===== src/design/simd_alu_pkg.sv =====
package simd_alu_pkg;

    // **************************************************
    // datapath sizes
    // **************************************************
    localparam int DATA_W     = 64;
    localparam int BYTE_W     = 8;
    localparam int NUM_BYTES  = DATA_W / BYTE_W;   // byte slices in a word
    localparam int NUM_WIDTHS = 4;                 // b, h, w, d

    typedef logic [DATA_W-1:0] word_t;     // operand / result, lane 0 at the top
    typedef logic [5:0]        alu_op_t;
    typedef logic [1:0]        width_sel_t;
    typedef logic [1:0]        unit_sel_t;
    typedef logic [1:0]        variant_t;

    // **************************************************
    // opcodes, same numbering as the cpu isa
    // **************************************************
    localparam alu_op_t OP_AND   = 6'd1;
    localparam alu_op_t OP_OR    = 6'd2;
    localparam alu_op_t OP_XOR   = 6'd3;
    localparam alu_op_t OP_NOT   = 6'd4;
    localparam alu_op_t OP_ADD   = 6'd6;
    localparam alu_op_t OP_SUB   = 6'd7;
    localparam alu_op_t OP_MULEU = 6'd8;
    localparam alu_op_t OP_MULOU = 6'd9;
    localparam alu_op_t OP_SLL   = 6'd10;
    localparam alu_op_t OP_SRL   = 6'd11;
    localparam alu_op_t OP_RTTH  = 6'd13;
    localparam alu_op_t OP_SQEU  = 6'd16;
    localparam alu_op_t OP_SQOU  = 6'd17;
    localparam alu_op_t OP_NOP   = 6'd23;

    // lane width codes
    localparam width_sel_t WIDTH_B = 2'd0;   // 8 bit lanes
    localparam width_sel_t WIDTH_H = 2'd1;   // 16
    localparam width_sel_t WIDTH_W = 2'd2;   // 32
    localparam width_sel_t WIDTH_D = 2'd3;   // one 64 bit lane

    // producing unit
    localparam unit_sel_t UNIT_LOGIC  = 2'd0;
    localparam unit_sel_t UNIT_ADDSUB = 2'd1;
    localparam unit_sel_t UNIT_SHIFT  = 2'd2;
    localparam unit_sel_t UNIT_MUL    = 2'd3;

    // sub-ops, meaning depends on unit
    localparam variant_t VAR_AND   = 2'd0;
    localparam variant_t VAR_OR    = 2'd1;
    localparam variant_t VAR_XOR   = 2'd2;
    localparam variant_t VAR_NOT   = 2'd3;
    localparam variant_t VAR_ADD   = 2'd0;
    localparam variant_t VAR_SUB   = 2'd1;   // bit 0 marks subtract
    localparam variant_t VAR_SLL   = 2'd0;
    localparam variant_t VAR_SRL   = 2'd1;
    localparam variant_t VAR_RTTH  = 2'd2;
    localparam variant_t VAR_MULEU = 2'd0;   // bit 0 odd lanes, bit 1 square
    localparam variant_t VAR_MULOU = 2'd1;
    localparam variant_t VAR_SQEU  = 2'd2;
    localparam variant_t VAR_SQOU  = 2'd3;

endpackage


===== src/design/alu_writeback.sv =====
`timescale 1ns/1ps

module alu_writeback import simd_alu_pkg::*; (
    input  logic      clk,
    input  logic      rst_n,
    input  logic      s1_valid,
    input  unit_sel_t s1_unit,
    input  variant_t  s1_variant,
    input  logic      s1_error,
    input  word_t     s1_a,
    input  word_t     s1_b,
    input  word_t     sum_result,
    input  word_t     shift_result,
    input  word_t     mul_result,
    output logic      result_valid,
    output word_t     alu_out,
    output logic      op_error
);

    word_t logic_res;   // bitwise unit, width independent
    word_t next_out;

    // **************************************************
    // bitwise ops
    // **************************************************
    always_comb begin
        case (s1_variant)
            VAR_AND: logic_res = s1_a & s1_b;
            VAR_OR:  logic_res = s1_a | s1_b;
            VAR_XOR: logic_res = s1_a ^ s1_b;
            VAR_NOT: logic_res = ~s1_a;   // b ignored
            default: logic_res = '0;
        endcase
    end

    // result mux
    always_comb begin
        case (s1_unit)
            UNIT_LOGIC:  next_out = logic_res;
            UNIT_ADDSUB: next_out = sum_result;
            UNIT_SHIFT:  next_out = shift_result;
            UNIT_MUL:    next_out = mul_result;
            default:     next_out = '0;
        endcase
        if (s1_error)
            next_out = '0;   // bad op reads back as zero
    end

    // **************************************************
    // stage 2 register
    // **************************************************
    always_ff @(posedge clk) begin
        if (!rst_n) begin
            result_valid <= 1'b0;
            op_error     <= 1'b0;
        end else begin
            result_valid <= s1_valid;              // one pulse per op
            op_error     <= s1_valid & s1_error;
        end
    end

    // holds between results
    always_ff @(posedge clk) begin
        if (s1_valid)
            alu_out <= next_out;
    end

endmodule


===== config.mk =====
export PLATFORM = sky130hd
export DESIGN_NAME = alu_writeback
export DESIGN_NICKNAME = d
export VERILOG_FILES = /design/src/design/simd_alu_pkg.sv /design/src/design/alu_writeback.sv
export SDC_FILE = /design/constraint.sdc
export NUM_CORES = 1
export LEC_CHECK = 0
export BUFFER_PORTS_ARGS = -buffer_cell sky130_fd_sc_hd__clkbuf_2
export CORE_AREA = 3 3 153 155
export CTS_BUF_LIST = sky130_fd_sc_hd__clkbuf_8
export DETAILED_ROUTE_END_ITERATION = 7
export DIE_AREA = 0 0 156 158
export MAX_ROUTING_LAYER = met4
export PLACE_DENSITY = 0.73
export SETUP_SLACK_MARGIN = 0.1
export SLEW_MARGIN = 20
export SYNTH_ARGS = -nofsm -noshare
export SYNTH_HDL_FRONTEND = slang
export SYNTH_SLANG_ARGS = --single-unit

===== constraint.sdc =====
create_clock -name clk -period 1.6 [get_ports clk]
set_input_delay 0.24 -clock clk [delete_from_list [all_inputs] [get_ports clk]]
set_output_delay 0.24 -clock clk [all_outputs]
set_load 0.02 [all_outputs]

# Word level (Yosys, flattened, before mapping)
# Index checks and enable logic that the tools add are counted.
dict set report word_totals {
  reg_bits 66
  in_bits 328
  word_cells 18
}
dict set report op_classes {
  eq_ne 6
  muxes 2
  bitwise 5
  reduce_logical 2
}
# operator n
set ops {}
lappend ops {{$pmux 64 s4} 2}
lappend ops {{$and 64x64->64} 1}
lappend ops {{$not 64->64} 1}
lappend ops {{$or 64x64->64} 1}
lappend ops {{$xor 64x64->64} 1}
lappend ops {{$eq 2x2->1 const B} 4}
lappend ops {{$eq 2x1->1 const B} 2}
lappend ops {{$logic_not 2->1} 2}
lappend ops {{$and 1x1->1} 1}

# Logic depth before layout (Yosys ltp)
dict set report depth {
  depth_word 3
  mapped_depth 6
  depth_no_buf 5
}

# Worst setup path after synthesis
# No wires, ideal clock.
dict set report synth_path {
  path_kind {input-to-reg}
  from {input port s1_variant[1]}
  to {register alu_out[10], data pin}
  setup_time_ps 287
  arrival_time_ps 1154
  path_slack_ps 159
  path_stages 5
  n_path_buf 2
  path_cell_list {buf_6 -> buf_6 -> mux2_4 -> a221oi_2 -> a221oi_2}
}
dict set report synth_via {
  elab_chain_cells 3
}
# element line_no
set synth_rtl {}
lappend synth_rtl {{start, declared} alu_writeback.sv:8} ;# input variant_t s1_variant,
lappend synth_rtl {{$eq 2x2->1 (tied with other cells)} alu_writeback.sv:27} ;# case (s1_variant)
lappend synth_rtl {{$pmux 64 s4 *} alu_writeback.sv:27}
lappend synth_rtl {{$pmux 64 s4 *} alu_writeback.sv:38} ;# case (s1_unit)
lappend synth_rtl {{end signal, assigned} alu_writeback.sv:65} ;# alu_out <= next_out;
lappend synth_rtl {{end, declared} alu_writeback.sv:16} ;# output word_t alu_out,
# Every way passes the cells marked *; elsewhere a longest branch is shown, timed or not.
# A chain may end at the register's enable or synchronous reset.

# Worst setup path after layout
dict set report layout_path {
  from {input port s1_variant[1]}
  to {register alu_out[1], data pin}
}
# The elaborated chain is that of the path after synthesis.

==> qor.txt <==
fraction of registers with async set/reset: 0%
Clock Tree Buf Depth: 2
drt drc: 0
Leakage Power: 6.245 nW
clock sink total: 66
Vias: 7748
XOR/XNOR share of the synthesized area: 0%
run status: completed
Critical Path Max Stage Delay: 0.30 ns
simple-gate area share of the yosys netlist: 3.103%
largest family of logic cells by synthesized area: multiplexers
Max Fclk: 784.8 MHz
VDD IR max: 0.0003361 V
fin cells: 1471
Starting DRT DRC Count: 386
CTS Hold Bufs: 0
metal2 WL: 13930 um
Post-CTS Setup Repair Bufs: 0
final worst-path cycle share: 79.64%
Crit Path Category: in2reg
post-synthesis instance area: 0.008711 mm^2
uppermost routed layer: met4
DR vias/cell: 5.267
crit-path max FO: 22
YS warnings: 0
total power: 6.174 mW
CP most frequent cell: a221oi_2
syn_area_per_cell: 11.27 um^2
first-pass GRT wire length: 40600 um
total nets after synthesis: 1229
Resized Gates After CTS: 0
Worst-Margin Slew: 0.4330 ns
final wirelength: 27140 um
initial core utilization: 39.67%
wl on met1: 10650 um
min cycle time layout: 1.274 ns
ys flop type: edfxtp_1
core region area: 0.02196 mm^2
Synth cell types: 21
routability-driven placement congestion ratio: 0.8709
CTS H-tree lvls: 3
RSZ-0062 raised after global routing: no
Tot GR Track Use: 21.43%
Die H: 158 um
Arrival @ worst endpoint: 1.36 ns
full die area: 0.02465 mm^2
Hold WC Path Type: in2reg
fin nets: 1641
clk slew on worst S/H paths: 0.08 ns
multiplexer share of the synthesized area: 25.14%
max cap viols: 0
Avg WL per Cell: 18.45 um
Yosys reg bits: 66
most frequent cells in the layout: 388 x clkbuf_2, 131 x inv_1, 128 x mux2i_1, 128 x ha_1, 110 x a221oi_2
CP required: 1.68 ns
vias in the first global route: 7884
CTS tree: built
port buffer count: 393
placed cells: 1454
WL met3: 1601 um
CTS buffer count: 9
startpoint types: input port
Seq/Total Area, Yosys: 22.52%
Fin. Hold Viols: 0
Compound-Gate Fraction of Synth Area: 20.77%
I/O pin count: 394
initial antenna violation count: 1
Filler Cells Inserted: 1969
row count: 54
Post-Synth Adder-Cell Area: 18.39%
share of layout cells above drive strength 1: 54.87%
Slowest-stage cell, CP: mux2_4
die width: 156 um
PwrDens: 531.9 mW/mm^2
Area Overhead vs Synth: 33.25%
Setup violations, final: 0
Final Max Tran Viols: 0
root buffer cell: clkbuf_8
post-route antenna net violation count: 0
total grt overflow: 0
Setup crit end kind: flip-flop
Cell Chain, Critical Path: buf_6 > buf_12 > buf_4 > mux2_4 > a221oi_2 > a221oi_2
Post-Syn Instances: 773
HPWL after DPL: 21520 um
Pre-antenna DRT Iters: 4
largest net degree at the start of global routing: 67
most common cell after layout, fill and taps aside: clkbuf_2
slew margin rel.: 71.13%
Post-synth EDFFs: 64
## sequential cells by signal, indices dropped and copies added (netlist names)
name,flops
alu_out,64
op_error,1
result_valid,1
## cell type report
class | count | area, um^2 | area share [%]
flip-flops and latches | 66 | 1962 | 16.90
repair buffers | 464 | 2759 | 23.77
clock buffers | 11 | 151.4 | 1.304
multi-input cells | 516 | 5878 | 50.64
inverters | 128 | 480.5 | 4.139
clock inverters | 5 | 23.77 | 0.2048
diodes | 1 | 2.502 | 0.02156
well taps | 280 | 350.3 | 3.018
## final timing paths
kind | start | end | slack, ns | cells after the start
min | rst_n | result_valid$_SDFF_PN0_ | 0.11 | 2
max | s1_variant[1] | alu_out[1]$_SDFFCE_PP0P_ | 0.33 | 6
## critical path, delay by kind of cell
family,cells,cell delay [ns]
buffers and inverters,3,0.43
AOI/OAI and AO/OA,2,0.37
muxes,1,0.30
## routing by layer
metal,vias to the layer above,track usage (%)
met5,-,-
met4,0,9.125
met3,63,3.554
met2,303,37.71
met1,3699,24.07
li1,3683,-
## synthesized netlist by cell type (2+ instances only)
master,number,area (um^2)
inv_1,128,480.5
clkbuf_4,3,22.52
dfxtp_1,2,40.04
buf_6,14,157.7
mux2_2,14,157.7
buf_1,3,11.26
buf_2,20,100.1
clkbuf_1,17,63.81
mux2_4,50,750.7
a221oi_2,110,1652
edfxtp_1,64,1922
nand2_1,64,240.2
ha_1,128,1602
mux2i_1,128,1281
a221oi_1,18,157.7
buf_4,5,37.54
## cell families (layout without fill, tap and decap cells)
group / count (synthesis) / count (layout)
multiplexers: 192 / 192
AND/OR/NAND/NOR: 68 / 68
AO/OA/AOI/OAI: 128 / 128
flip-flops: 66 / 66
other: 0 / 1
buffers and inverters: 191 / 608
adder cells (fa/ha/maj): 128 / 128
## stage by stage
| stage | utilization (%) | setup WS, ns | hold WS, ns | TNS (ns) | area [um^2] |
|---|---|---|---|---|---|
| 2_1_floorplan | - | 0.1590 | 0.3525 | 0 | 8711 |
| 3_3_place_gp | 52.05 | 0.01165 | 0.4683 | 0 | 11430 |
| 3_5_place_dp | 52.05 | -0.04366 | 0.4719 | -0.4307 | 11430 |
| 4_1_cts | 52.85 | 0.3037 | 0.07387 | 0 | 11600 |
| 5_1_grt | 52.86 | 0.2708 | 0.1000 | 0 | 11610 |
| 6_report | 52.86 | 0.3258 | 0.1116 | 0 | 11610 |
## report_power, final
part	switching [mW]	internal, mW
combinational	1.38	1.28
sequential	0.0541	2.08
clock	0.747	0.631
total	2.18	3.99
(Power assumes the default switching activity.)
