**config.mk**
```make
export PLATFORM = sky130hd
export DESIGN_NAME = lane_multiplier
export DESIGN_NICKNAME = d
export VERILOG_FILES = /design/src/design/simd_alu_pkg.sv /design/src/design/lane_multiplier.sv
export SDC_FILE = /design/constraint.sdc
export NUM_CORES = 2
export LEC_CHECK = 0
export BUFFER_PORTS_ARGS = -buffer_cell sky130_fd_sc_hd__clkbuf_2
export CAP_MARGIN = 20
export CORE_ASPECT_RATIO = 1.75
export CORE_MARGIN = 2
export CORE_UTILIZATION = 40
export DETAILED_ROUTE_END_ITERATION = 8
export PLACE_DENSITY = 0.58
export SLEW_MARGIN = 20
export SYNTH_ARGS = -nofsm -noshare
export SYNTH_HDL_FRONTEND = slang
export SYNTH_SLANG_ARGS = --single-unit
```
**constraint.sdc**
```tcl
create_clock -name vclk -period 13.4
set_clock_uncertainty 0.05 [all_clocks]
set_input_delay 1.34 -clock vclk [all_inputs]
set_output_delay 1.34 -clock vclk [all_outputs]
set_load 0.02 [all_outputs]
```
**src/design/simd_alu_pkg.sv**
```systemverilog
package simd_alu_pkg;

    // **************************************************
    // datapath sizes
    // **************************************************
    localparam int DATA_W     = 64;
    localparam int BYTE_W     = 8;
    localparam int NUM_BYTES  = DATA_W / BYTE_W;   // byte slices in a word
    localparam int NUM_WIDTHS = 4;                 // b, h, w, d

    typedef logic [DATA_W-1:0] word_t;     // operand / result, lane 0 at the top
    typedef logic [5:0]        alu_op_t;
    typedef logic [1:0]        width_sel_t;
    typedef logic [1:0]        unit_sel_t;
    typedef logic [1:0]        variant_t;

    // **************************************************
    // opcodes, same numbering as the cpu isa
    // **************************************************
    localparam alu_op_t OP_AND   = 6'd1;
    localparam alu_op_t OP_OR    = 6'd2;
    localparam alu_op_t OP_XOR   = 6'd3;
    localparam alu_op_t OP_NOT   = 6'd4;
    localparam alu_op_t OP_ADD   = 6'd6;
    localparam alu_op_t OP_SUB   = 6'd7;
    localparam alu_op_t OP_MULEU = 6'd8;
    localparam alu_op_t OP_MULOU = 6'd9;
    localparam alu_op_t OP_SLL   = 6'd10;
    localparam alu_op_t OP_SRL   = 6'd11;
    localparam alu_op_t OP_RTTH  = 6'd13;
    localparam alu_op_t OP_SQEU  = 6'd16;
    localparam alu_op_t OP_SQOU  = 6'd17;
    localparam alu_op_t OP_NOP   = 6'd23;

    // lane width codes
    localparam width_sel_t WIDTH_B = 2'd0;   // 8 bit lanes
    localparam width_sel_t WIDTH_H = 2'd1;   // 16
    localparam width_sel_t WIDTH_W = 2'd2;   // 32
    localparam width_sel_t WIDTH_D = 2'd3;   // one 64 bit lane

    // producing unit
    localparam unit_sel_t UNIT_LOGIC  = 2'd0;
    localparam unit_sel_t UNIT_ADDSUB = 2'd1;
    localparam unit_sel_t UNIT_SHIFT  = 2'd2;
    localparam unit_sel_t UNIT_MUL    = 2'd3;

    // sub-ops, meaning depends on unit
    localparam variant_t VAR_AND   = 2'd0;
    localparam variant_t VAR_OR    = 2'd1;
    localparam variant_t VAR_XOR   = 2'd2;
    localparam variant_t VAR_NOT   = 2'd3;
    localparam variant_t VAR_ADD   = 2'd0;
    localparam variant_t VAR_SUB   = 2'd1;   // bit 0 marks subtract
    localparam variant_t VAR_SLL   = 2'd0;
    localparam variant_t VAR_SRL   = 2'd1;
    localparam variant_t VAR_RTTH  = 2'd2;
    localparam variant_t VAR_MULEU = 2'd0;   // bit 0 odd lanes, bit 1 square
    localparam variant_t VAR_MULOU = 2'd1;
    localparam variant_t VAR_SQEU  = 2'd2;
    localparam variant_t VAR_SQOU  = 2'd3;

endpackage

```
**src/design/lane_multiplier.sv**
```systemverilog
`timescale 1ns/1ps

module lane_multiplier import simd_alu_pkg::*; (
    input  word_t      s1_a,
    input  word_t      s1_b,
    input  width_sel_t s1_width,
    input  variant_t   s1_variant,
    output word_t      mul_result
);

    logic  odd;      // variant bit 0
    logic  square;   // variant bit 1, b replaced by a
    word_t prod [NUM_WIDTHS-1];   // b, h, w only

    assign odd    = s1_variant[0];
    assign square = s1_variant[1];

    // **************************************************
    // widening products, one per double-width slot
    // **************************************************
    // a slot of 2*LW bits holds one even lane (top half) and the
    // following odd lane (bottom half), so the product of either one
    // lands back in the slot it came from
    for (genvar w = 0; w < NUM_WIDTHS - 1; w++) begin : g_width
        localparam int LW    = BYTE_W << w;
        localparam int SLOTS = DATA_W / (2 * LW);

        for (genvar s = 0; s < SLOTS; s++) begin : g_slot
            logic [LW-1:0]   op_a;
            logic [LW-1:0]   op_b;
            logic [LW-1:0]   b_sel;

            // even lane sits in the upper half of the slot
            assign op_a  = odd ? s1_a[s*2*LW +: LW] : s1_a[s*2*LW + LW +: LW];
            assign b_sel = odd ? s1_b[s*2*LW +: LW] : s1_b[s*2*LW + LW +: LW];
            assign op_b  = square ? op_a : b_sel;

            // zero extend, unsigned lanes
            assign prod[w][s*2*LW +: 2*LW] = {{LW{1'b0}}, op_a} * {{LW{1'b0}}, op_b};
        end
    end

    always_comb begin
        case (s1_width)
            WIDTH_B: mul_result = prod[0];
            WIDTH_H: mul_result = prod[1];
            WIDTH_W: mul_result = prod[2];
            WIDTH_D: mul_result = '0;   // no room for a 128 bit product
            default: mul_result = '0;
        endcase
    end

endmodule

```
## After elaboration in Yosys (flattened, before gate mapping)

Cells that the tools add are included.

| word-level totals | value |
|---|---|
| register bits after elaboration | 0 |
| bits in latches | 0 |
| memory bits (writable) | 0 |
| ROM bits | 0 |
| bits of input ports | 132 |
| logic and storage cells | 33 |
| memories | 0 |

| cells by class | value |
|---|---|
| $add $sub $neg | 0 |
| $mul | 7 |
| div/mod/pow operators | 0 |
| order comparisons | 0 |
| equality and inequality tests | 3 |
| shifts and indexed selects | 0 |
| mux-type cells | 22 |
| bitwise gates (word level) | 0 |
| reduce and logical (&&, ||, !) cells | 1 |

Operator list:

| kind | count |
|---|---|
| $pmux W64 S4 | 1 |
| $mux W16 | 6 |
| $mux W32 | 3 |
| $mux W8 | 12 |
| $mul A16 B16 Y32 | 2 |
| $mul A32 B32 Y64 | 1 |
| $mul A8 B8 Y16 | 4 |
| $eq A2 B2 Y1 const B | 2 |
| $eq A2 B1 Y1 const B | 1 |
| $logic_not A2 Y1 | 1 |

## Logic depth before layout (Yosys ltp)

| logic depth | value |
|---|---|
| depth after elaboration | 4 |
| mapped depth | 35 |
| depth with buffers taken out | 30 |

## Least setup slack after synthesis

Ideal clock, no wire load.

| path | value |
|---|---|
| path kind | input to output |
| start point | input port s1_variant[0] |
| end point | output port mul_result[56] |
| arrival | 9,910 ps |
| slack | 2,100 ps |
| stages on the path | 32 |
| buffers on the path | 8 |
| path through | buf_2 -> buf_1 -> buf_2 -> buf_2 -> buf_1 -> a21o_1 -> clkbuf_1 -> buf_1 -> nand2_1 -> fa_1 -> fa_1 -> fa_1 -> fa_1 -> inv_1 -> fa_1 -> fa_1 -> fa_1 -> inv_1 -> fa_1 -> inv_1 -> ha_1 -> buf_2 -> a21o_1 -> a31o_1 -> a221oi_1 -> o221ai_1 -> a221o_1 -> a41oi_1 -> o211ai_2 -> a31oi_1 -> xor2_1 -> o21ai_0 |

| between the ends | value |
|---|---|
| cells in the longest elaborated chain, start to end | 4 |

Ends and longest elaborated chain:

| what | RTL line | source |
|---|---|---|
| start, declared | lane_multiplier.sv:7 | `input variant_t s1_variant,` |
| $mux W32, or another cell as far along | lane_multiplier.sv:35 | `assign b_sel = odd ? s1_b[s*2*LW +: LW] : s1_b[s*2*LW + LW +: LW];` |
| $mux W32, or another cell as far along | lane_multiplier.sv:36 | `assign op_b = square ? op_a : b_sel;` |
| $mul A32 B32 Y64, or another cell as far along | lane_multiplier.sv:39 | `assign prod[w][s*2*LW +: 2*LW] = {{LW{1'b0}}, op_a} * {{LW{1'b0}}, op_b};` |
| $pmux W64 S4 (*) | lane_multiplier.sv:44 | `case (s1_width)` |
| end, declared | lane_multiplier.sv:8 | `output word_t mul_result` |

Mark *: on every way between the ends. The rest lies on a longest branch, timed or not.

## Worst setup path in the final report

Same ends and word-level chain as after synthesis.

==> metrics.md <==
| Metric | Value |
|---|---|
| Hold path depth | 4 |
| Mapped Nets | 9540 |
| Initial DRC count | 4079 |
| Core area | 150000 um^2 |
| Unrepaired setup endpoints after global routing | false |
| Hold slack | 3.45 ns |
| # setup viols final | 0 |
| Post-CTS Setup Bufs | 0 |
| Routed vias | 52600 |
| Drt drc | 0 |
| Seq Cell Count | 0 |
| GRT overflow | 0 |
| Worst slew pin tran | 1.23 ns |
| Share of cells above drive strength 1 | 6.74% |
| Mapped Area | 60300 um^2 |
| Fin nets | just under 10000 |
| CP startpoint kind | primary input |
| Post-synth top area share | 47.4% |
| Register Area | 0 um^2 |
| CP dominant cell by count | fa_1 |
| Synth warnings | 0 |
| Total GRT Usage | 32.5% |
| Post-synthesis sequential area ratio | 0% |
| Crit-path max cell delay | 0.94 ns |
| Number of global-route vias before repair | 58100 |
| Largest net degree at the start of global routing | 96 |
| Post-synthesis cell count | between 7000 and 8000 |
| Final Cycle Share | 98.4% |
| CP Capture Type | output pin |
| Initial antenna violation count | 4 |
| Synth unique cells | 84 |
| HP Start | s1_width[0] |
| Global-route wire length before repair | 367000 um |
| Syn_area_per_cell | 8.19 um^2 |
| Required time of the critical path | 12.01 ns |
| Width of the die | slightly below 300 um |
| WP data arrival | 11.79 ns |
| Row Count | around 190 |
| Critical path's top delay family | adder cells |
| DR pass1 iterations | 6 |
| Synth cell count leaders | 1568 x inv_1, 1428 x fa_1, 1127 x nand2_1 |
| Area grow syn2layout | 6.92% |
| Util after Layout | 43.0% |
| Outcome | completed |
| Most common cell in the synthesized netlist | inv_1 |
| WHS Endpoint | mul_result[19] |
| Buffers and inverters on the worst path | 7 |
| Routed vias/inst | 5.56 |
| Kind of critical path | primary input to output pin |
| Post-Route WL | between 200000 and 250000 um |
| Crit Path Max Fanout | 95 |
| Area leader, netlist | fa_1 |
| Final hold vios | 0 |
| Slowest cell on the critical path | o21ai_0 |
| Final Max Tran Viols | 0 |
| Routed len/inst | 26.2 um |
| DIE HEIGHT | 518 um |
| F_max | 0.0759 GHz |
| Io pins | 196 |
| Starting Density | 40.2% |
| Total Die Area | approximately 150000 um^2 |
| Setup TNS | 0 ns |
| Hold Path Class | primary input to output pin |
| Clock period minus worst slack | 13.18 ns |
| PortBufs | between 150 and 200 |
| Antenna Nets Post-Route | 0 |
| Final GP Congestion | 1.05 |
| Clkbuf count | 0 |
| DP HPWL | 217000 um |
| Area contributors post-synth | fa_1 47%, ha_1 13%, inv_1 9.8% |
| Slew Limit Headroom | 18.2% |
| Max-cap viol count | 0 |
| Worst Setup SP | s1_variant[0] |
## layer usage
metal  vias up  global-route usage [%]  wire length (um)
met1     27000                    34.6             83300
met5         -                       0                13
li1      22400                       -                 -
met3       835                    4.33             16200
met2      2412                    57.9            125000
met4         2                    24.8             24300
## cell families (layout without fill, tap and decap cells)
logic type | count (synthesis) | count (layout) | share of synthesized area, %
compound gates | 896 | 896 | 9.47
buf+inv | 1884 | 1987 | 11.8
xor+xnor | 145 | 145 | 2.11
mux | 17 | 17 | 0.286
simple gates | 2380 | 2380 | 16.2
fa+ha+maj | 2043 | 2043 | 60.2
other cells | 0 | 5 | 0
## worst min-delay path: stages
cell and delay, ns:
buf_2 0.09, buf_4 0.26, o32ai_1 0.20, clkbuf_2 0.19
## layout by cell type (no fill, tap or decap), types with 13 or more instances in the layout
cell / netlist / routed
o21bai_1: 21 / 21
xor2_1: 59 / 59
o21ai_1: 25 / 29
o22ai_1: 24 / 24
nand2b_1: 61 / 61
o21ai_0: 131 / 125
nand2_1: 1127 / 1125
nor2b_1: 80 / 79
nand3_1: 27 / 27
a21o_1: 158 / 157
fa_1: 1428 / 1428
a31oi_1: 16 / 16
inv_1: 1568 / 1567
or2_2: 16 / 16
clkbuf_2: 1 / 192
nor3_1: 33 / 33
o21a_1: 22 / 22
a21boi_0: 38 / 28
mux2i_1: 15 / 15
or3_1: 13 / 13
nand4_1: 18 / 18
xnor2_1: 86 / 86
buf_4: 0 / 218
a211oi_1: 23 / 23
ha_1: 615 / 615
and2_1: 62 / 62
nor2_1: 903 / 902
a21oi_2: 3 / 23
a21oi_1: 318 / 297
and3_1: 17 / 17
## metrics by stage
| step | instance area (um^2) | worst slack, ns | cells |
|---|---|---|---|
| after floorplan | 60300 | 2.10 | 7365 |
| after global placement | 64400 | -0.188 | 9463 |
| after detailed placement | 64400 | -0.147 | 9463 |
| after CTS | 64400 | 0.0816 | 9463 |
| after global routing | 64500 | 0.0162 | 9464 |
| final | 64500 | 0.221 | 9468 |
## what timing repair did
item                                   in CTS  in global routing
setup endpoints to repair                   3                  7
gates cloned                                0                  0
resized for setup                           1                  5
hold buffers                                0                  0
endpoints found under the hold margin       0                  0
## how the worst max path moves through the flow
stage,slack (ns),cells past startpoint,endpoint
3_5_place_dp,-0.15,31,mul_result[53]
6_report,0.22,29,mul_result[56]
4_1_cts,0.08,34,mul_result[53]
3_3_place_gp,-0.19,31,mul_result[53]
5_1_grt,0.02,30,mul_result[56]
2_1_floorplan,2.10,32,mul_result[56]
## final cells by class
cell class | instances | area (um^2)
timing repair buffer | 418 | 2710
inverter | 1569 | 5890
fill | 15500 | 85400
tap | 1995 | 2500
multi-input combinational | 5481 | 53400
antenna | 5 | 12.5
Power is not shown: default switching activity piles up to over one toggle a cycle in this logic, so the estimate is an artifact.
