<file path="src/design/simd_alu_pkg.sv">
package simd_alu_pkg;

    // **************************************************
    // datapath sizes
    // **************************************************
    localparam int DATA_W     = 64;
    localparam int BYTE_W     = 8;
    localparam int NUM_BYTES  = DATA_W / BYTE_W;   // byte slices in a word
    localparam int NUM_WIDTHS = 4;                 // b, h, w, d

    typedef logic [DATA_W-1:0] word_t;     // operand / result, lane 0 at the top
    typedef logic [5:0]        alu_op_t;
    typedef logic [1:0]        width_sel_t;
    typedef logic [1:0]        unit_sel_t;
    typedef logic [1:0]        variant_t;

    // **************************************************
    // opcodes, same numbering as the cpu isa
    // **************************************************
    localparam alu_op_t OP_AND   = 6'd1;
    localparam alu_op_t OP_OR    = 6'd2;
    localparam alu_op_t OP_XOR   = 6'd3;
    localparam alu_op_t OP_NOT   = 6'd4;
    localparam alu_op_t OP_ADD   = 6'd6;
    localparam alu_op_t OP_SUB   = 6'd7;
    localparam alu_op_t OP_MULEU = 6'd8;
    localparam alu_op_t OP_MULOU = 6'd9;
    localparam alu_op_t OP_SLL   = 6'd10;
    localparam alu_op_t OP_SRL   = 6'd11;
    localparam alu_op_t OP_RTTH  = 6'd13;
    localparam alu_op_t OP_SQEU  = 6'd16;
    localparam alu_op_t OP_SQOU  = 6'd17;
    localparam alu_op_t OP_NOP   = 6'd23;

    // lane width codes
    localparam width_sel_t WIDTH_B = 2'd0;   // 8 bit lanes
    localparam width_sel_t WIDTH_H = 2'd1;   // 16
    localparam width_sel_t WIDTH_W = 2'd2;   // 32
    localparam width_sel_t WIDTH_D = 2'd3;   // one 64 bit lane

    // producing unit
    localparam unit_sel_t UNIT_LOGIC  = 2'd0;
    localparam unit_sel_t UNIT_ADDSUB = 2'd1;
    localparam unit_sel_t UNIT_SHIFT  = 2'd2;
    localparam unit_sel_t UNIT_MUL    = 2'd3;

    // sub-ops, meaning depends on unit
    localparam variant_t VAR_AND   = 2'd0;
    localparam variant_t VAR_OR    = 2'd1;
    localparam variant_t VAR_XOR   = 2'd2;
    localparam variant_t VAR_NOT   = 2'd3;
    localparam variant_t VAR_ADD   = 2'd0;
    localparam variant_t VAR_SUB   = 2'd1;   // bit 0 marks subtract
    localparam variant_t VAR_SLL   = 2'd0;
    localparam variant_t VAR_SRL   = 2'd1;
    localparam variant_t VAR_RTTH  = 2'd2;
    localparam variant_t VAR_MULEU = 2'd0;   // bit 0 odd lanes, bit 1 square
    localparam variant_t VAR_MULOU = 2'd1;
    localparam variant_t VAR_SQEU  = 2'd2;
    localparam variant_t VAR_SQOU  = 2'd3;

endpackage

</file>
<file path="src/design/alu_decode.sv">
`timescale 1ns/1ps

module alu_decode import simd_alu_pkg::*; (
    input  logic       clk,
    input  logic       rst_n,
    input  logic       op_valid,
    input  alu_op_t    alu_op,
    input  width_sel_t width,
    input  word_t      reg_a_data,
    input  word_t      reg_b_data,
    output logic       s1_valid,
    output unit_sel_t  s1_unit,
    output variant_t   s1_variant,
    output width_sel_t s1_width,
    output logic       s1_error,
    output word_t      s1_a,
    output word_t      s1_b
);

    unit_sel_t  dec_unit;
    variant_t   dec_variant;
    width_sel_t dec_width;
    logic       dec_error;

    // **************************************************
    // opcode -> unit / variant
    // **************************************************
    always_comb begin
        dec_unit    = UNIT_LOGIC;
        dec_variant = VAR_AND;
        dec_width   = width;
        dec_error   = 1'b0;
        case (alu_op)
            OP_AND: dec_variant = VAR_AND;
            OP_OR:  dec_variant = VAR_OR;
            OP_XOR: dec_variant = VAR_XOR;
            OP_NOT: dec_variant = VAR_NOT;
            OP_ADD: begin
                dec_unit    = UNIT_ADDSUB;
                dec_variant = VAR_ADD;
            end
            OP_SUB: begin
                dec_unit    = UNIT_ADDSUB;
                dec_variant = VAR_SUB;
            end
            OP_SLL, OP_SRL, OP_RTTH: begin
                dec_unit    = UNIT_SHIFT;
                dec_variant = (alu_op == OP_SLL) ? VAR_SLL :
                              (alu_op == OP_SRL) ? VAR_SRL : VAR_RTTH;
            end
            OP_MULEU: begin
                dec_unit    = UNIT_MUL;
                dec_variant = VAR_MULEU;
            end
            OP_MULOU: begin
                dec_unit    = UNIT_MUL;
                dec_variant = VAR_MULOU;
            end
            OP_SQEU: begin
                dec_unit    = UNIT_MUL;
                dec_variant = VAR_SQEU;
            end
            OP_SQOU: begin
                dec_unit    = UNIT_MUL;
                dec_variant = VAR_SQOU;
            end
            OP_NOP: begin
                // multiplier at double width gives zero, no error raised
                dec_unit  = UNIT_MUL;
                dec_width = WIDTH_D;
            end
            default: dec_error = 1'b1;   // dropped or unknown opcode
        endcase
        // no widening product fits a 64 bit lane
        if (dec_unit == UNIT_MUL && width == WIDTH_D && alu_op != OP_NOP)
            dec_error = 1'b1;
    end

    // stage 1 register
    always_ff @(posedge clk) begin
        if (!rst_n) begin
            s1_valid <= 1'b0;
            s1_error <= 1'b0;
        end else begin
            s1_valid <= op_valid;
            if (op_valid)
                s1_error <= dec_error;
        end
    end

    // payload, no reset
    always_ff @(posedge clk) begin
        if (op_valid) begin
            s1_unit    <= dec_unit;
            s1_variant <= dec_variant;
            s1_width   <= dec_width;
            s1_a       <= reg_a_data;
            s1_b       <= reg_b_data;
        end
    end

endmodule

</file>
<file path="config.mk">
export PLATFORM = sky130hd
export DESIGN_NAME = alu_decode
export DESIGN_NICKNAME = d
export VERILOG_FILES = /design/src/design/simd_alu_pkg.sv /design/src/design/alu_decode.sv
export SDC_FILE = /design/constraint.sdc
export NUM_CORES = 1
export LEC_CHECK = 0
export BUFFER_PORTS_ARGS = -buffer_cell sky130_fd_sc_hd__buf_2
export CAP_MARGIN = 20
export CORE_AREA = 2 2 106 108
export DETAILED_ROUTE_END_ITERATION = 7
export DIE_AREA = 0 0 108 110
export PLACE_DENSITY = 0.77
export RECOVER_POWER = 50
export SYNTH_ARGS = -nofsm -noshare
export SYNTH_HDL_FRONTEND = slang
export SYNTH_SLANG_ARGS = --single-unit
</file>
<file path="constraint.sdc">
create_clock -name clk -period 1.6 [get_ports clk]
set_clock_uncertainty 0.1 [all_clocks]
set_input_delay 0.16 -clock clk [delete_from_list [all_inputs] [get_ports clk]]
set_output_delay 0.16 -clock clk [all_outputs]
set_load 0.05 [all_outputs]
</file>
==> results of run 1 <==
## cells by family after synthesis
group	count (synthesis)	synth area share (%)
buffers and inverters	6	0.881
xor gates and xnor gates	2	0.398
AOI/OAI and AO/OA	15	2.73
DFF	136	92.3
and+or+nand+nor	29	3.67
## metrics by stage
step | std cells | hold slack [ns]
after detailed placement | 602 | 0.238
after global placement | 602 | 0.236
after floorplan | 188 | 0.159
## synthesized netlist by cell type
master	n
nor3_1	2
buf_4	1
nand2_1	5
a21o_2	1
buf_2	3
xnor2_1	1
xor2_1	1
a21boi_0	1
nand2b_4	1
o21a_1	1
nor2_1	9
edfxtp_1	134
nor3b_1	1
and2_1	1
a41oi_1	1
or2b_1	1
or3_4	1
buf_6	1
and2b_1	1
a2111oi_0	1
a31oi_4	1
a21oi_1	3
dfxtp_1	2
o32ai_1	1
nand2b_1	2
nand4_1	1
a31oi_1	1
nand3_1	2
clkbuf_2	1
nand3b_1	1
nand4b_1	1
o21ai_0	1
o21bai_1	2
a211oi_1	1
==> metrics.txt, run 1 <==
Synth area leader=edfxtp_1; root buffer cell=clkbuf_8; Die Y=110 um; RePlAce Congestion=0.842; maximum level of the CTS H-tree=4; FF+latch count, synth=136; post-place setup slack=0.137 ns; synthesized area=4400 um^2; post-CTS setup buffer count=0; Mapped Cells=188; dpl cell area=5990 um^2; CTS Hold Bufs=128; clk sinks=136; Err=[ERROR RSZ-0060] Max buffer count reached.; Syn Area/Cell=23.4 um^2; worst-case clock buffer depth=2; Stop stage=clock tree synthesis; sequential area share after synthesis=92.3%; Yosys Warn Count=0; Synth top area share=91.4%; num rows=38; post-cts resize count=0; Die Width=108 um; syn_nets=327; CTS Buf Count=17; # IOs=275; Starting Density=41.1%; status=stopped before the end; Synth area leaders=edfxtp_1 (91%), dfxtp_1 (0.91%), nor2_1 (0.77%); Yosys cell types=34; detailed placer's ending HPWL=8600 um; PortBufs=274
==> inputs of run 2 (changes only) <==
--- a/config.mk
+++ b/config.mk
@@ -7,10 +7,9 @@
 export LEC_CHECK = 0
 export BUFFER_PORTS_ARGS = -buffer_cell sky130_fd_sc_hd__buf_2
 export CAP_MARGIN = 20
-export CORE_AREA = 2 2 106 108
+export CORE_UTILIZATION = 35
 export DETAILED_ROUTE_END_ITERATION = 7
-export DIE_AREA = 0 0 108 110
-export PLACE_DENSITY = 0.77
+export PLACE_DENSITY_LB_ADDON = 0.15
 export RECOVER_POWER = 50
 export SYNTH_ARGS = -nofsm -noshare
 export SYNTH_HDL_FRONTEND = slang
==> run 2 against run 1 <==
  * The run now ends clean
  * Synthesized cell count is the same
  * Synthesized area is the same
==> metrics.txt, run 2 <==
share of layout cells above drive strength 1=48.6%; worst-case clock buffer depth=2; Final Critical Period=1.30 ns; Starting Density=36.3%; RePlAce Congestion=0.792; CP peak stage delay=0.35 ns; status=finished clean; top cells by count, synth=edfxtp_1 (134), nor2_1 (9), nand2_1 (5); routed vias=3,449; Core Region=12,100 um^2; Most used DFF post-synth=edfxtp_1; GRT Total Usage=19.6%; maximum level of the CTS H-tree=4; initial drt markers=155; CP top delay family=flip-flops; measured slew at the worst slew-check pin=0.946 ns; Synth area leaders=edfxtp_1 (91%), dfxtp_1 (0.91%), nor2_1 (0.77%); clk sinks=136; Synth area leader=edfxtp_1; Yosys Warn Count=0; Yosys cell types=34; total power divided by cell area=1280 nW/um^2; clk slew on worst S/H paths=0.05 ns; TritonCTS clock tree=built; insertion delay to the later sink of the worst-skew pair=0.42 ns; CP max FO=2; Routed Antenna Nets=0; most common cell after layout, fill and taps aside=buf_2; Total Routed Length=12,700 um; drt wl/cell=16.1 um; Tcrit/Tclk final=81.1%; final setup vio count=0; Die Y=114 um; DR pass1 iterations=4; critical path class=register to output port; largest net degree at the start of global routing=39; Die Area=13,000 um^2; Syn Area/Cell=23.4 um^2; fin. max-slew vios=0; setup_tns=0 ns; nets@finish=749; CP required=1.34 ns; CP Launch Type=register; num rows=40; first-pass GRT wire length=18,500 um; detailed placer's ending HPWL=7860 um; Die Width=114 um; CTS Buf Count=17; crit-path cells=buf_2; EDFF count, synth=134; FF+latch count, synth=136; unrepaired setup endpoints after global routing=false; number of global-route vias before repair=3,497; initial antenna violation count=0; count of final hold-check violations=0; Setup WS post-layout=0.303 ns; root buffer cell=clkbuf_16; Synth top area share=91.4%; Design Power=10,100 uW; diode count=0; drt drc=0; CP max-delay cell=dfxtp_1; crit end category=output port; sequential area share after synthesis=92.3%; async set or reset register ratio after synthesis=0%; Fillers=899; Worst Hold Class=input port to register; Mapped Cells=188; most frequent cells in the layout=buf_2 (268), edfxtp_1 (134), dlygate4sd3_1 (131), clkbuf_16 (17), nor2_1 (9); PortBufs=274; overflow left after global routing=0; Peak Freq=0.771 GHz; total of max-cap violations=0; synthesized area=4400 um^2; Leak Pwr=0.00334 uW; post-place setup slack=0.142 ns; syn_nets=327; Core Util, Final=64.9%; # IOs=275; vias per cell=4.37; layout overhead on the synthesized area=78.7%; Arr. time, crit path=1.04 ns; maximum VDD drop=0.000701 V; relative slew slack=36.9%; WP buf/inv=1; Largest regs=s1_a: 64 flops, s1_b: 64 flops; count leader, synth=edfxtp_1
[run 2: path summary, 6_finish.rpt]
path	start	end	slack [ns]	depth (start not counted)
max	s1_error$_SDFFE_PN0P_	s1_error	0.30	1
min	alu_op[5]	s1_variant[1]$_DFFE_PP_	0.04	2
max reg2reg	s1_error$_SDFFE_PN0P_	s1_error$_SDFFE_PN0P_	0.81	2
min reg2reg	s1_error$_SDFFE_PN0P_	s1_error$_SDFFE_PN0P_	0.46	2
[run 2: repair_timing]
action,CTS,global route
hold endpoints to repair,132,0
buffers inserted,0,0
hold buffers,131,0
gates resized for setup,0,0
endpoints found under the setup margin,0,0
[run 2: per-stage QoR]
| step | hold WS, ns | instance area [um^2] | std cells |
|---|---|---|---|
| 6_report | 0.0391 | 7870 | 790 |
| 5_1_grt | 0.0300 | 7870 | 790 |
| 4_1_cts | 0.0279 | 7920 | 790 |
| 3_5_place_dp | 0.238 | 6010 | 628 |
| 3_3_place_gp | 0.237 | 6010 | 628 |
| 2_1_floorplan | 0.159 | 4400 | 188 |
[run 2: cell families (layout without fill, tap and decap cells)]
logic type                after synthesis  in the layout  synth area share, %
buffers and inverters                   6            440                0.881
DFF                                   136            136                 92.3
and+or+nand+nor                        29             29                 3.67
xor gates and xnor gates                2              2                0.398
AOI/OAI and AO/OA                      15             15                 2.73
[run 2: power by group]
part	total (uW)	internal, uW	switching, uW
logic	1840	534	1300
registers	4300	4230	68.0
clock network	3920	2570	1350
total	10100	7340	2720
[run 2: final cells by class]
type | instances | area, um^2 | share of cell area, %
clock inverter | 11 | 155 | 1.97
timing repair buffer | 409 | 2700 | 34.3
tap | 168 | 210 | 2.67
multi-input combinational | 46 | 299 | 3.80
sequential | 136 | 4060 | 51.7
clock buffer | 20 | 437 | 5.55
[run 2: layer usage]
| metal | track usage, % | vias to the layer above | routed length (um) |
|---|---|---|---|
| li1 | - | 1596 | - |
| met1 | 19.8 | 1660 | 4360 |
| met2 | 36.0 | 171 | 7080 |
| met3 | 6.99 | 22 | 1010 |
| met4 | 8.66 | 0 | 295 |
| met5 | 0 | - | 0 |
Note: power is estimated with default switching activity, not from simulation.
==> inputs of run 3 (changes only) <==
==> constraint.sdc (replaced) <==
create_clock -name clk -period 1.3 [get_ports clk]
set_clock_uncertainty 0.1 [all_clocks]
set_input_delay 0.13 -clock clk [delete_from_list [all_inputs] [get_ports clk]]
set_output_delay 0.13 -clock clk [all_outputs]
set_load 0.05 [all_outputs]
==> run 3 against run 2 <==
  * The run now fails in clock tree synthesis
  * Synthesized cell count did not move
  * Synthesized area is the same
==> metrics.txt, run 3 <==
status=stopped before the end; Stop stage=clock tree synthesis; Err=[ERROR RSZ-0060] Max buffer count reached.; Synth top area share=91.4%; dpl cells=635; EDFF count, synth=134; Yosys cell types=34; Most used DFF post-synth=edfxtp_1; count leader, synth=edfxtp_1; FF+latch count, synth=136; num rows=40; clk sinks=136; post-CTS setup buffer count=0; Die Width=114 um; Mapped Cells=188; async set or reset register ratio after synthesis=0%; syn_nets=327; CTS Hold Bufs=133; Yosys Warn Count=0; synthesized area=4400 um^2; maximum level of the CTS H-tree=4; Synth area leaders=edfxtp_1 (91%), dfxtp_1 (0.91%), nor2_1 (0.77%); RePlAce Congestion=0.821; PortBufs=274; post-cts resize count=0; worst-case clock buffer depth=2; Synth area leader=edfxtp_1; top cells by count, synth=edfxtp_1 (134), nor2_1 (9), nand2_1 (5); detailed placer's ending HPWL=8020 um; Die Y=114 um; # IOs=275; sequential area share after synthesis=92.3%; root buffer cell=clkbuf_16; CTS Buf Count=17; Syn Area/Cell=23.4 um^2; Starting Density=36.3%
run 3: cell counts after synthesis:
No cell type changed its count.
run 3: logic make-up after synthesis:
group | count (synthesis) | share of synthesized area (%)
AO/OA/AOI/OAI | 15 | 2.73
XOR/XNOR | 2 | 0.398
flip-flops | 136 | 92.3
buffers and inverters | 6 | 0.881
AND/OR/NAND/NOR | 29 | 3.67
run 3: through the flow:
stage	setup slack (ns)	cell area, um^2	utilization, %	TNS (ns)
3_5_place_dp	-0.0932	6050	50.0	-0.112
3_3_place_gp	-0.0504	6050	50.0	-0.0504
2_1_floorplan	0.0797	4400	-	0
