--- config.mk ---
export PLATFORM = sky130hd
export DESIGN_NAME = lane_addsub
export DESIGN_NICKNAME = d
export VERILOG_FILES = /design/src/design/simd_alu_pkg.sv /design/src/design/lane_addsub.sv
export SDC_FILE = /design/constraint.sdc
export NUM_CORES = 1
export LEC_CHECK = 0
export BUFFER_PORTS_ARGS = -buffer_cell sky130_fd_sc_hd__buf_2
export CAP_MARGIN = 5
export CORE_UTILIZATION = 45
export DETAILED_ROUTE_END_ITERATION = 6
export GPL_TIMING_DRIVEN = 0
export PLACE_DENSITY = 0.83
export SLEW_MARGIN = 20
export SYNTH_ARGS = -nofsm -noshare
export SYNTH_HDL_FRONTEND = slang
export SYNTH_SLANG_ARGS = --single-unit
export TNS_END_PERCENT = 1
--- constraint.sdc ---
create_clock -name vclk -period 21.3
set_input_delay 1.065 -clock vclk [all_inputs]
set_output_delay 1.065 -clock vclk [all_outputs]
set_load 0.02 [all_outputs]
--- src/design/simd_alu_pkg.sv ---
package simd_alu_pkg;

    // **************************************************
    // datapath sizes
    // **************************************************
    localparam int DATA_W     = 64;
    localparam int BYTE_W     = 8;
    localparam int NUM_BYTES  = DATA_W / BYTE_W;   // byte slices in a word
    localparam int NUM_WIDTHS = 4;                 // b, h, w, d

    typedef logic [DATA_W-1:0] word_t;     // operand / result, lane 0 at the top
    typedef logic [5:0]        alu_op_t;
    typedef logic [1:0]        width_sel_t;
    typedef logic [1:0]        unit_sel_t;
    typedef logic [1:0]        variant_t;

    // **************************************************
    // opcodes, same numbering as the cpu isa
    // **************************************************
    localparam alu_op_t OP_AND   = 6'd1;
    localparam alu_op_t OP_OR    = 6'd2;
    localparam alu_op_t OP_XOR   = 6'd3;
    localparam alu_op_t OP_NOT   = 6'd4;
    localparam alu_op_t OP_ADD   = 6'd6;
    localparam alu_op_t OP_SUB   = 6'd7;
    localparam alu_op_t OP_MULEU = 6'd8;
    localparam alu_op_t OP_MULOU = 6'd9;
    localparam alu_op_t OP_SLL   = 6'd10;
    localparam alu_op_t OP_SRL   = 6'd11;
    localparam alu_op_t OP_RTTH  = 6'd13;
    localparam alu_op_t OP_SQEU  = 6'd16;
    localparam alu_op_t OP_SQOU  = 6'd17;
    localparam alu_op_t OP_NOP   = 6'd23;

    // lane width codes
    localparam width_sel_t WIDTH_B = 2'd0;   // 8 bit lanes
    localparam width_sel_t WIDTH_H = 2'd1;   // 16
    localparam width_sel_t WIDTH_W = 2'd2;   // 32
    localparam width_sel_t WIDTH_D = 2'd3;   // one 64 bit lane

    // producing unit
    localparam unit_sel_t UNIT_LOGIC  = 2'd0;
    localparam unit_sel_t UNIT_ADDSUB = 2'd1;
    localparam unit_sel_t UNIT_SHIFT  = 2'd2;
    localparam unit_sel_t UNIT_MUL    = 2'd3;

    // sub-ops, meaning depends on unit
    localparam variant_t VAR_AND   = 2'd0;
    localparam variant_t VAR_OR    = 2'd1;
    localparam variant_t VAR_XOR   = 2'd2;
    localparam variant_t VAR_NOT   = 2'd3;
    localparam variant_t VAR_ADD   = 2'd0;
    localparam variant_t VAR_SUB   = 2'd1;   // bit 0 marks subtract
    localparam variant_t VAR_SLL   = 2'd0;
    localparam variant_t VAR_SRL   = 2'd1;
    localparam variant_t VAR_RTTH  = 2'd2;
    localparam variant_t VAR_MULEU = 2'd0;   // bit 0 odd lanes, bit 1 square
    localparam variant_t VAR_MULOU = 2'd1;
    localparam variant_t VAR_SQEU  = 2'd2;
    localparam variant_t VAR_SQOU  = 2'd3;

endpackage

--- src/design/lane_addsub.sv ---
`timescale 1ns/1ps

module lane_addsub import simd_alu_pkg::*; (
    input  word_t      s1_a,
    input  word_t      s1_b,
    input  width_sel_t s1_width,
    input  variant_t   s1_variant,
    output word_t      sum_result
);

    logic                 sub;         // subtract when set
    word_t                b_eff;       // b, inverted for subtract
    logic [2:0]           lane_mask;   // low byte-index bits inside a lane
    logic [NUM_BYTES-2:0] carry;       // carry out of each byte slice but the top

    assign sub   = s1_variant[0];
    assign b_eff = sub ? ~s1_b : s1_b;   // a + ~b + 1 per lane

    // byte index bits that stay inside one lane
    always_comb begin
        case (s1_width)
            WIDTH_B: lane_mask = 3'b000;
            WIDTH_H: lane_mask = 3'b001;
            WIDTH_W: lane_mask = 3'b011;
            WIDTH_D: lane_mask = 3'b111;
            default: lane_mask = 3'b000;
        endcase
    end

    // **************************************************
    // byte slices, chain cut at lane boundaries
    // **************************************************
    for (genvar j = 0; j < NUM_BYTES; j++) begin : g_byte
        localparam logic [2:0] IDX = 3'(j);   // byte 0 is the lsb byte
        logic cin;

        if (j == 0) begin : g_first
            assign cin = sub;   // always a lane start
        end else begin : g_rest
            // a byte whose index bits are clear under the mask opens a lane
            assign cin = ((IDX & lane_mask) == 3'b000) ? sub : carry[j-1];
        end

        if (j == NUM_BYTES - 1) begin : g_top
            // carry out of the word is dropped
            assign sum_result[BYTE_W*j +: BYTE_W] =
                s1_a[BYTE_W*j +: BYTE_W] + b_eff[BYTE_W*j +: BYTE_W] + BYTE_W'(cin);
        end else begin : g_mid
            assign {carry[j], sum_result[BYTE_W*j +: BYTE_W]} =
                {1'b0, s1_a[BYTE_W*j +: BYTE_W]} + {1'b0, b_eff[BYTE_W*j +: BYTE_W]}
                + (BYTE_W+1)'(cin);
        end
    end

endmodule

### Word level (Yosys, flattened, before mapping)

Index checks and enable logic that the tools add are counted.

| storage, ports and cells | value |
|---|---|
| bits of input ports | 132 |
| flip-flop bits (word level) | 0 |
| logic and storage cells | 37 |
| output and inout bits | 64 |

| cells by class | value |
|---|---|
| add/sub/neg operators | 16 |
| reductions and logical operators | 8 |
| equality and inequality tests | 3 |
| bitwise logic cells | 1 |
| muxes and demuxes | 9 |

Operator list:

| cell | count |
|---|---|
| 2-to-1 mux 64 bit | 1 |
| inverter 64 bit | 1 |
| adder 8 x 8 -> 9 bit | 7 |
| adder 9 x 1 -> 9 bit | 7 |
| zero test 3 bit | 7 |
| one-hot mux 3 bit (4 select lines) | 1 |
| adder 8 x 1 -> 8 bit | 1 |
| adder 8 bit | 1 |
| 2-to-1 mux 1 bit | 7 |
| == test 2 bit, second input constant | 2 |
| == test 2 x 1 -> 1 bit, second input constant | 1 |
| zero test 2 bit | 1 |

### Logic depth before layout (Yosys ltp)

Gate-level depths: netlist of run 1.

| logic depth | value |
|---|---|
| word-level depth | 18 |
| depth in mapped cells | 59 |
| depth with buffers taken out | 57 |

### Worst setup path before layout of run 1

No wires, ideal clock.

| timing | value |
|---|---|
| path type | input port to output port |
| start | input s1_variant[0] |
| end | output sum_result[62] |
| cell stages on the path | 59 |
| path slack | 7.459 ns |
| data arrival time | 12.776 ns |
| path buffers | 2 |
| required time | 20.235 ns |
| path through | clkbuf_2 -> buf_2 -> xor2_1 -> inv_1 -> fa_1 -> nor2b_1 -> o31a_1 -> nor3_1 -> o21ai_0 -> o311ai_0 -> fa_1 -> fa_1 -> nor2b_1 -> o21ai_0 -> a21boi_0 -> o31a_1 -> o31ai_1 -> fa_1 -> [23 not listed] -> o21ai_0 -> a21boi_0 -> o31a_1 -> o31ai_1 -> fa_1 -> fa_1 -> nor2b_1 -> o21a_1 -> o21ai_0 -> nand2_1 -> a41oi_1 -> fa_1 -> fa_1 -> nor2b_1 -> o21ai_0 -> a21boi_0 -> mux2i_1 -> nand2_1 |

| on the way | value |
|---|---|
| longest elaborated chain between the ends | 17 |
| elaborated cells between the ends (all ways) | 24 |
| those cells by class | add/sub (16); mux (8) |

Ends and longest elaborated chain:

| item | RTL line | text |
|---|---|---|
| start, declared | lane_addsub.sv:7 | `input variant_t s1_variant,` |
| 2-to-1 mux 64 bit | lane_addsub.sv:17 | `assign b_eff = sub ? ~s1_b : s1_b;` |
| adder 8 x 8 -> 9 bit | lane_addsub.sv:50 | `{1'b0, s1_a[BYTE_W*j +: BYTE_W]} + {1'b0, b_eff[BYTE_W*j +: BYTE_W]}` |
| adder 9 x 1 -> 9 bit | lane_addsub.sv:51 | `+ (BYTE_W+1)'(cin);` |
| 2-to-1 mux 1 bit | lane_addsub.sv:41 | `assign cin = ((IDX & lane_mask) == 3'b000) ? sub : carry[j-1];` |
| adder 9 x 1 -> 9 bit | lane_addsub.sv:51 |  |
| 2-to-1 mux 1 bit | lane_addsub.sv:41 |  |
| adder 9 x 1 -> 9 bit | lane_addsub.sv:51 |  |
| 2-to-1 mux 1 bit | lane_addsub.sv:41 |  |
| adder 9 x 1 -> 9 bit | lane_addsub.sv:51 |  |
| 2-to-1 mux 1 bit | lane_addsub.sv:41 |  |
| adder 9 x 1 -> 9 bit | lane_addsub.sv:51 |  |
| 2-to-1 mux 1 bit | lane_addsub.sv:41 |  |
| adder 9 x 1 -> 9 bit | lane_addsub.sv:51 |  |
| 2-to-1 mux 1 bit | lane_addsub.sv:41 |  |
| adder 9 x 1 -> 9 bit | lane_addsub.sv:51 |  |
| 2-to-1 mux 1 bit | lane_addsub.sv:41 |  |
| adder 8 x 1 -> 8 bit * | lane_addsub.sv:47 | `s1_a[BYTE_W*j +: BYTE_W] + b_eff[BYTE_W*j +: BYTE_W] + BYTE_W'(cin);` |
| end, declared | lane_addsub.sv:8 | `output word_t sum_result` |

Mark *: on every way between the ends. The rest lies on a longest branch, timed or not.

### Final worst setup path of run 1

Same ends and word-level chain as after synthesis.

==> results by group, run 1 <==
Setup path
  – CP Capture Point: sum_result[62]
  – Crit path max-delay family: adder cells
  – WP depth: 60
  – Crit path top cell by count: fa_1
  – Crit. End Element: output pin
  – CP Class: input port to output pin
  – Data required time of the critical path: between 20 and 25 ns
  – CP startpoint: s1_variant[0]
  – Critical Path AT: 14.68 ns
  – Critical Path Source Type: input port
  – Worst path slowest cell: fa_1
  – Critical Path Max Stage Delay: slightly below 0.5 ns
  – Worst-path fanout max: 10
  – CP bufs+invs: 4

Yosys
  – Synth area leader: ha_1
  – Seq/Total Area, Yosys: 0%
  – Synthesized area: 3250 sq um
  – Xor/xnor cell area share of the yosys netlist: about 25%
  – Simple-gate share of the synthesized area: between 10% and 20%
  – Synthesized area per cell: approximately 7.7 sq um
  – Post-synthesis cell count: roughly 420
  – Post-Syn Nets: roughly 630
  – Commonest cells in the netlist: 62 x xor2_1, 55 x ha_1, 42 x inv_1
  – Fraction of the mapped netlist area in compound gates: 21.2%
  – Synth cell types: 40
  – Largest family of logic cells by synthesized area: adder cells
  – Yosys top cell area share: between 20% and 30%
  – Largest cells by area after synthesis: ha_1 21%, xor2_1 17%, fa_1 9.2%
  – Most common cell in the netlist: xor2_1
  – Ys Warns: 0
  – Post-synthesis adder-cell area fraction: ~30%
  – Mux contribution to synthesized area: between 1 and 1.5%

Power and ir drop
  – Power Internal: 0.0923 mW
  – Sw Ratio: roughly 60%
  – Leakage: about 2.3 nW
  – Switching Power: approximately 0.14 mW
  – Clock share of power: 0%
  – Flop pwr share: 0%
  – Logic pwr share: 100.0%
  – Power Density: around 52 nW/um^2
  – Max IR drop VDD: approximately 0.026 mV

Cells and area
  – Nets: slightly above 800
  – Sequential cell count: 0
  – Layout cell share with drive strength beyond 1: between 30 and 40%
  – Antenna cell count: 0
  – # fillers: between 600 and 700
  – Fin cells: roughly 700
  – P&R area growth vs syn: 33.6%
  – Post-layout instance area: ~4300 sq um
  – Flip-flop and latch area: 0 sq um
  – Clkbuf count: 0

Place
  – Gpl congestion: 0.900
  – Hpwl dp: between 8000 and 9000 um
  – Placed standard-cell area: about 4300 sq um
  – Post-Place Setup Slack: approximately 5.6 ns
  – Port bufs: roughly 190
  – Placed insts: between 700 and 800

Global routing
  – Remaining global-route overflow: 0
  – GRT Total Usage: 24.1%
  – Global-route wire length before repair: 14800 um
  – Largest net degree at the start of global routing: 11
  – Vias in the first global route: between 3000 and 4000
  – Initial antenna violation count: 0

Timing
  – Worst Slack Setup Final: roughly 5.6 ns
  – Slew Viols, Final: 0
  – Slew at the pin with the worst max-slew slack: about 0.57 ns
  – Unrepaired setup endpoints after global routing: false
  – Setup TNS: 0 ns
  – Setup violations, final: 0
  – Fin crit share: between 70% and 80%
  – Max Clk Rate: approximately 64 MHz
  – Hold Fails Final Rpt: 0
  – Crit path time final: ~16 ns
  – Slew margin rel.: 61.5%

Routing
  – Post-route DRC: 0
  – Post-Route WL: roughly 9700 um
  – DR vias/cell: between 5 and 6
  – Initial DRC count: 109
  – 1st-pass router iterations: 4
  – DR vias: about 3700
  – Final ANT Viol Nets: 0
  – WL/cell: around 14 um

Min path
  – Hold depth: 3
  – HP Class: input port to output pin

Floorplanning
  – Initial Utilization: between 40% and 50%
  – Chip Height: 87.0 um
  – Die width: 87.0 um
  – Die Area: 7560 sq um
  – Ports: 196
  – Core Area: just under 7000 sq um
  – Site Rows: 30

Run status
  – Status: finished, final reports clean

Clock tree
  – Post-CTS Hold Buffers: 0
  – Post-CTS Setup Inserts: 0
  – Post-cts resize count: 0

Job
  – Max cap viols: 0
-- metal layers --
layer,routed length [um],GRT usage (%)
met2,5030,46.5
met5,0,0
met3,600,1.71
met1,3870,28.6
met4,198,5.45
-- through the flow --
step / hold slack (ns) / power [mW] / util, %
floorplan: 2.25 / 0.157 / -
global placement: 2.44 / 0.221 / 63.2
detailed placement: 2.45 / 0.227 / 63.2
CTS: 2.45 / 0.228 / 63.2
global route: 2.45 / 0.248 / 63.2
finish: 2.45 / 0.228 / 63.2
-- layout make-up --
| class | count | area (sq um) | share of cell area, % |
|---|---|---|---|
| inverters | 42 | 158 | 3.63 |
| multi-input cells | 374 | 3050 | 70.3 |
| plain buffers | 8 | 40.0 | 0.922 |
| well taps | 96 | 120 | 2.77 |
| repair buffers | 194 | 971 | 22.4 |
-- power by group through the flow --
| stage | Clock, mW | Combinational [mW] | Sequential (mW) |
|---|---|---|---|
| 2_1_floorplan | 0 | 0.157 | 0 |
| 3_3_place_gp | 0 | 0.221 | 0 |
| 3_5_place_dp | 0 | 0.227 | 0 |
| 4_1_cts | 0 | 0.228 | 0 |
| 5_1_grt | 0 | 0.248 | 0 |
| 6_report | 0 | 0.228 | 0 |
-- cells by family after synthesis --
family                   count (synthesis)
AND/OR/NAND/NOR                        108
AO/OA/AOI/OAI                           99
XOR/XNOR                                94
adder cells (fa/ha/maj)                 70
buffers and inverters                   50
multiplexers                             3
-- cells in the final DEF (no fill, tap or decap), drive strengths merged, types with 2 or more instances in the layout --
cell type,n
a21boi,3
a21oi,15
a221oi,4
a41oi,3
buf,201
fa,15
ha,55
inv,42
mux2i,2
nand2,14
nand2b,2
nand3,6
nand3b,5
nor2,41
nor2b,17
nor3,18
nor4,2
o2111ai,2
o211ai,6
o21a,23
o21ai,24
o22a,2
o31a,9
o31ai,2
xnor2,32
xor2,62
-- worst min-delay path by stage --
| stage | slack (ns) | endpoint | startpoint |
|---|---|---|---|
| after floorplan | 2.25 | sum_result[0] | s1_b[0] |
| after global placement | 2.44 | sum_result[0] | s1_a[0] |
| after detailed placement | 2.45 | sum_result[0] | s1_a[0] |
| after CTS | 2.45 | sum_result[0] | s1_a[0] |
| after global routing | 2.45 | sum_result[0] | s1_a[0] |
| final | 2.45 | sum_result[0] | s1_a[0] |
(Power assumes the default switching activity.)
==> run 2: changes to the inputs <==
==> constraint.sdc (replaced) <==
create_clock -name vclk -period 14.5
set_input_delay 0.725 -clock vclk [all_inputs]
set_output_delay 0.725 -clock vclk [all_outputs]
set_load 0.02 [all_outputs]
==> results by group, run 2 (same netlist as run 1, synthesis figures left out) <==
Setup path
  – Critical Path Source Type: input port
  – Worst path slowest cell: fa_2
  – CP Class: input port to output pin
  – Data required time of the critical path: 13.78 ns (-6.46 ns)
  – Critical Path Max Stage Delay: 0.47 ns (-0.02 ns)
  – Critical Path AT: 13.10 ns (-1.58 ns)
  – Crit path top cell by count: fa_2
  – CP startpoint: s1_variant[0]
  – Worst-path fanout max: 10 (unchanged)
  – Crit. End Element: output pin

Power and ir drop
  – Leakage: 2.32 nW (+2.2%)
  – Logic pwr share: 100.0% (about the same)
  – Max IR drop VDD: 0.0389 mV (+50%)
  – Flop pwr share: 0% (unchanged)
  – Switching Power: 0.203 mW (+50%)
  – Power Density: 77.1 nW/um^2 (+47%)
  – Power Internal: 0.142 mW (+54%)
  – Pwr Total: 0.345 mW (+52%)
  – Clock share of power: 0% (unchanged)
  – Sw Ratio: 58.9% (-0.54 points)

Floorplanning
  – Chip Height: 87.0 um (unchanged)
  – Initial Utilization: 47.3% (unchanged)
  – Core Area: 6870 sq um (unchanged)
  – Die Area: 7560 sq um (unchanged)
  – Die width: 87.0 um (unchanged)
  – Ports: 196 (unchanged)
  – Site Rows: 30 (unchanged)

Min path
  – Hold Path Sink: sum_result[0]
  – HP Class: input port to output pin
  – Hold_sp: s1_a[0]
  – Hold depth: 3 (unchanged)

Cells and area
  – Sequential cell count: 0 (unchanged)
  – Fin cells: 722 (+1.1%)
  – Nets: 830 (+0.97%)
  – Final core occ: 65.1% (+1.9 points)
  – Clkbuf count: 0 (unchanged)
  – Layout cell share with drive strength beyond 1: 36.3% (+2.9 points)
  – Flip-flop and latch area: 0 sq um (unchanged)
  – Post-layout instance area: 4470 sq um (+3.1%)
  – P&R area growth vs syn: 37.7%
  – Most frequent cells in the layout: 199 x buf_2, 61 x xor2_1, 55 x ha_1
  – Most common cell after layout, fill and taps aside: buf_2
  – Antenna cell count: 0 (unchanged)

Place
  – Post-Place Setup Slack: -0.471 ns (-6.12 ns)
  – Hpwl dp: 8560 um (unchanged)
  – Port bufs: 194 (unchanged)
  – Gpl congestion: 0.900 (unchanged)
  – Placed standard-cell area: 4340 sq um (unchanged)
  – Placed insts: 714 (unchanged)

Job
  – Max cap viols: 0 (unchanged)

Global routing
  – Gr busiest metal: met2
  – Met3 Track Usage GR: 1.52% (-0.19 points)
  – Largest net degree at the start of global routing: 11 (unchanged)
  – Global-route wire length before repair: 14900 um (+0.80%)
  – Initial antenna violation count: 0 (unchanged)
  – Remaining global-route overflow: 0 (unchanged)
  – Vias in the first global route: 3538 (+0.63%)
  – Met1 Use GR: 28.8% (+0.23 points)
  – Grt met2 use: 47.1% (+0.57 points)
  – GRT Total Usage: 24.3% (+0.22 points)

Routing
  – DR vias: 3770 (+1.7%)
  – Final ANT Viol Nets: 0 (unchanged)
  – Post-route DRC: 0 (unchanged)
  – Post-Route WL: 10000 um (+3.4%)
  – Initial DRC count: 104 (-4.6%)
  – DR vias/cell: 5.22 (+0.55%)
  – WL/cell: 13.9 um (+2.3%)
  – 1st-pass router iterations: 4 (unchanged)

Timing
  – Slew margin rel.: 60.0% (-1.4 points)
  – Setup violations, final: 0 (unchanged)
  – Setup TNS: 0 ns (unchanged)
  – Slew Viols, Final: 0 (unchanged)
  – Hold Fails Final Rpt: 0 (unchanged)
  – Fin crit share: between 90% and 100%
  – Max Clk Rate: ~72 MHz
  – Hold slack: 1.77 ns (-0.680 ns)
  – Crit path time final: 13.82 ns
  – Slew at the pin with the worst max-slew slack: 0.595 ns (+0.0212 ns)
  – Worst Slack Setup Final: 0.679 ns (-4.88 ns)

Clock tree
  – Post-CTS Hold Buffers: 0 (unchanged)

Run status
  – Status: finished, final reports clean
## run 2: area by class of cell
cell class	count	area (sq um)
Inverter	42	158
Buffer	8	71.3
Fill cell	626	2400
Timing Repair Buffer	202	1030
Tap cell	96	120
Multi-Input combinational cell	374	3090
## run 2: how the worst max path moves through the flow
| stage | to | slack [ns] | cells past startpoint |
|---|---|---|---|
| detailed placement | sum_result[62] | -0.47 | 60 |
| global placement | sum_result[62] | -0.1 | 60 |
| floorplan | sum_result[62] | 1.34 | 59 |
| CTS | sum_result[62] | 0.004 | 60 |
| finish | sum_result[62] | 0.68 | 60 |
| global route | sum_result[62] | -0.1 | 60 |
## run 2: per-layer routing
layer | part of all wire (%) | routed length [um] | vias to the layer above
li1 | - | - | 1879
met1 | 40 | 4050 | 1742
met2 | 53 | 5290 | 131
met3 | 4.8 | 482 | 18
met4 | 2.1 | 215 | 0
met5 | 0 | 0 | -
## run 2: repair_timing
action | in CTS | in global routing
setup buffers | 1 | 7
setup endpoints to repair | 2 | 7
resized for setup | 6 | 24
pin swaps | 1 | 7
## run 2: critical path, delay by kind of cell
kind	cells	cell delay, ns
multiplexers	1	0.20
AO/OA/AOI/OAI	25	3.69
XOR/XNOR	1	0.16
buffers and inverters	4	0.64
adder cells (fa/ha/maj)	15	5.98
AND/OR/NAND/NOR	14	1.69
## run 2: power groups by stage
stage / Clock (mW) / Sequential (mW) / Combinational (mW)
2_1_floorplan: 0 / 0 / 0.231
3_3_place_gp: 0 / 0 / 0.324
3_5_place_dp: 0 / 0 / 0.334
4_1_cts: 0 / 0 / 0.336
5_1_grt: 0 / 0 / 0.374
6_report: 0 / 0 / 0.345
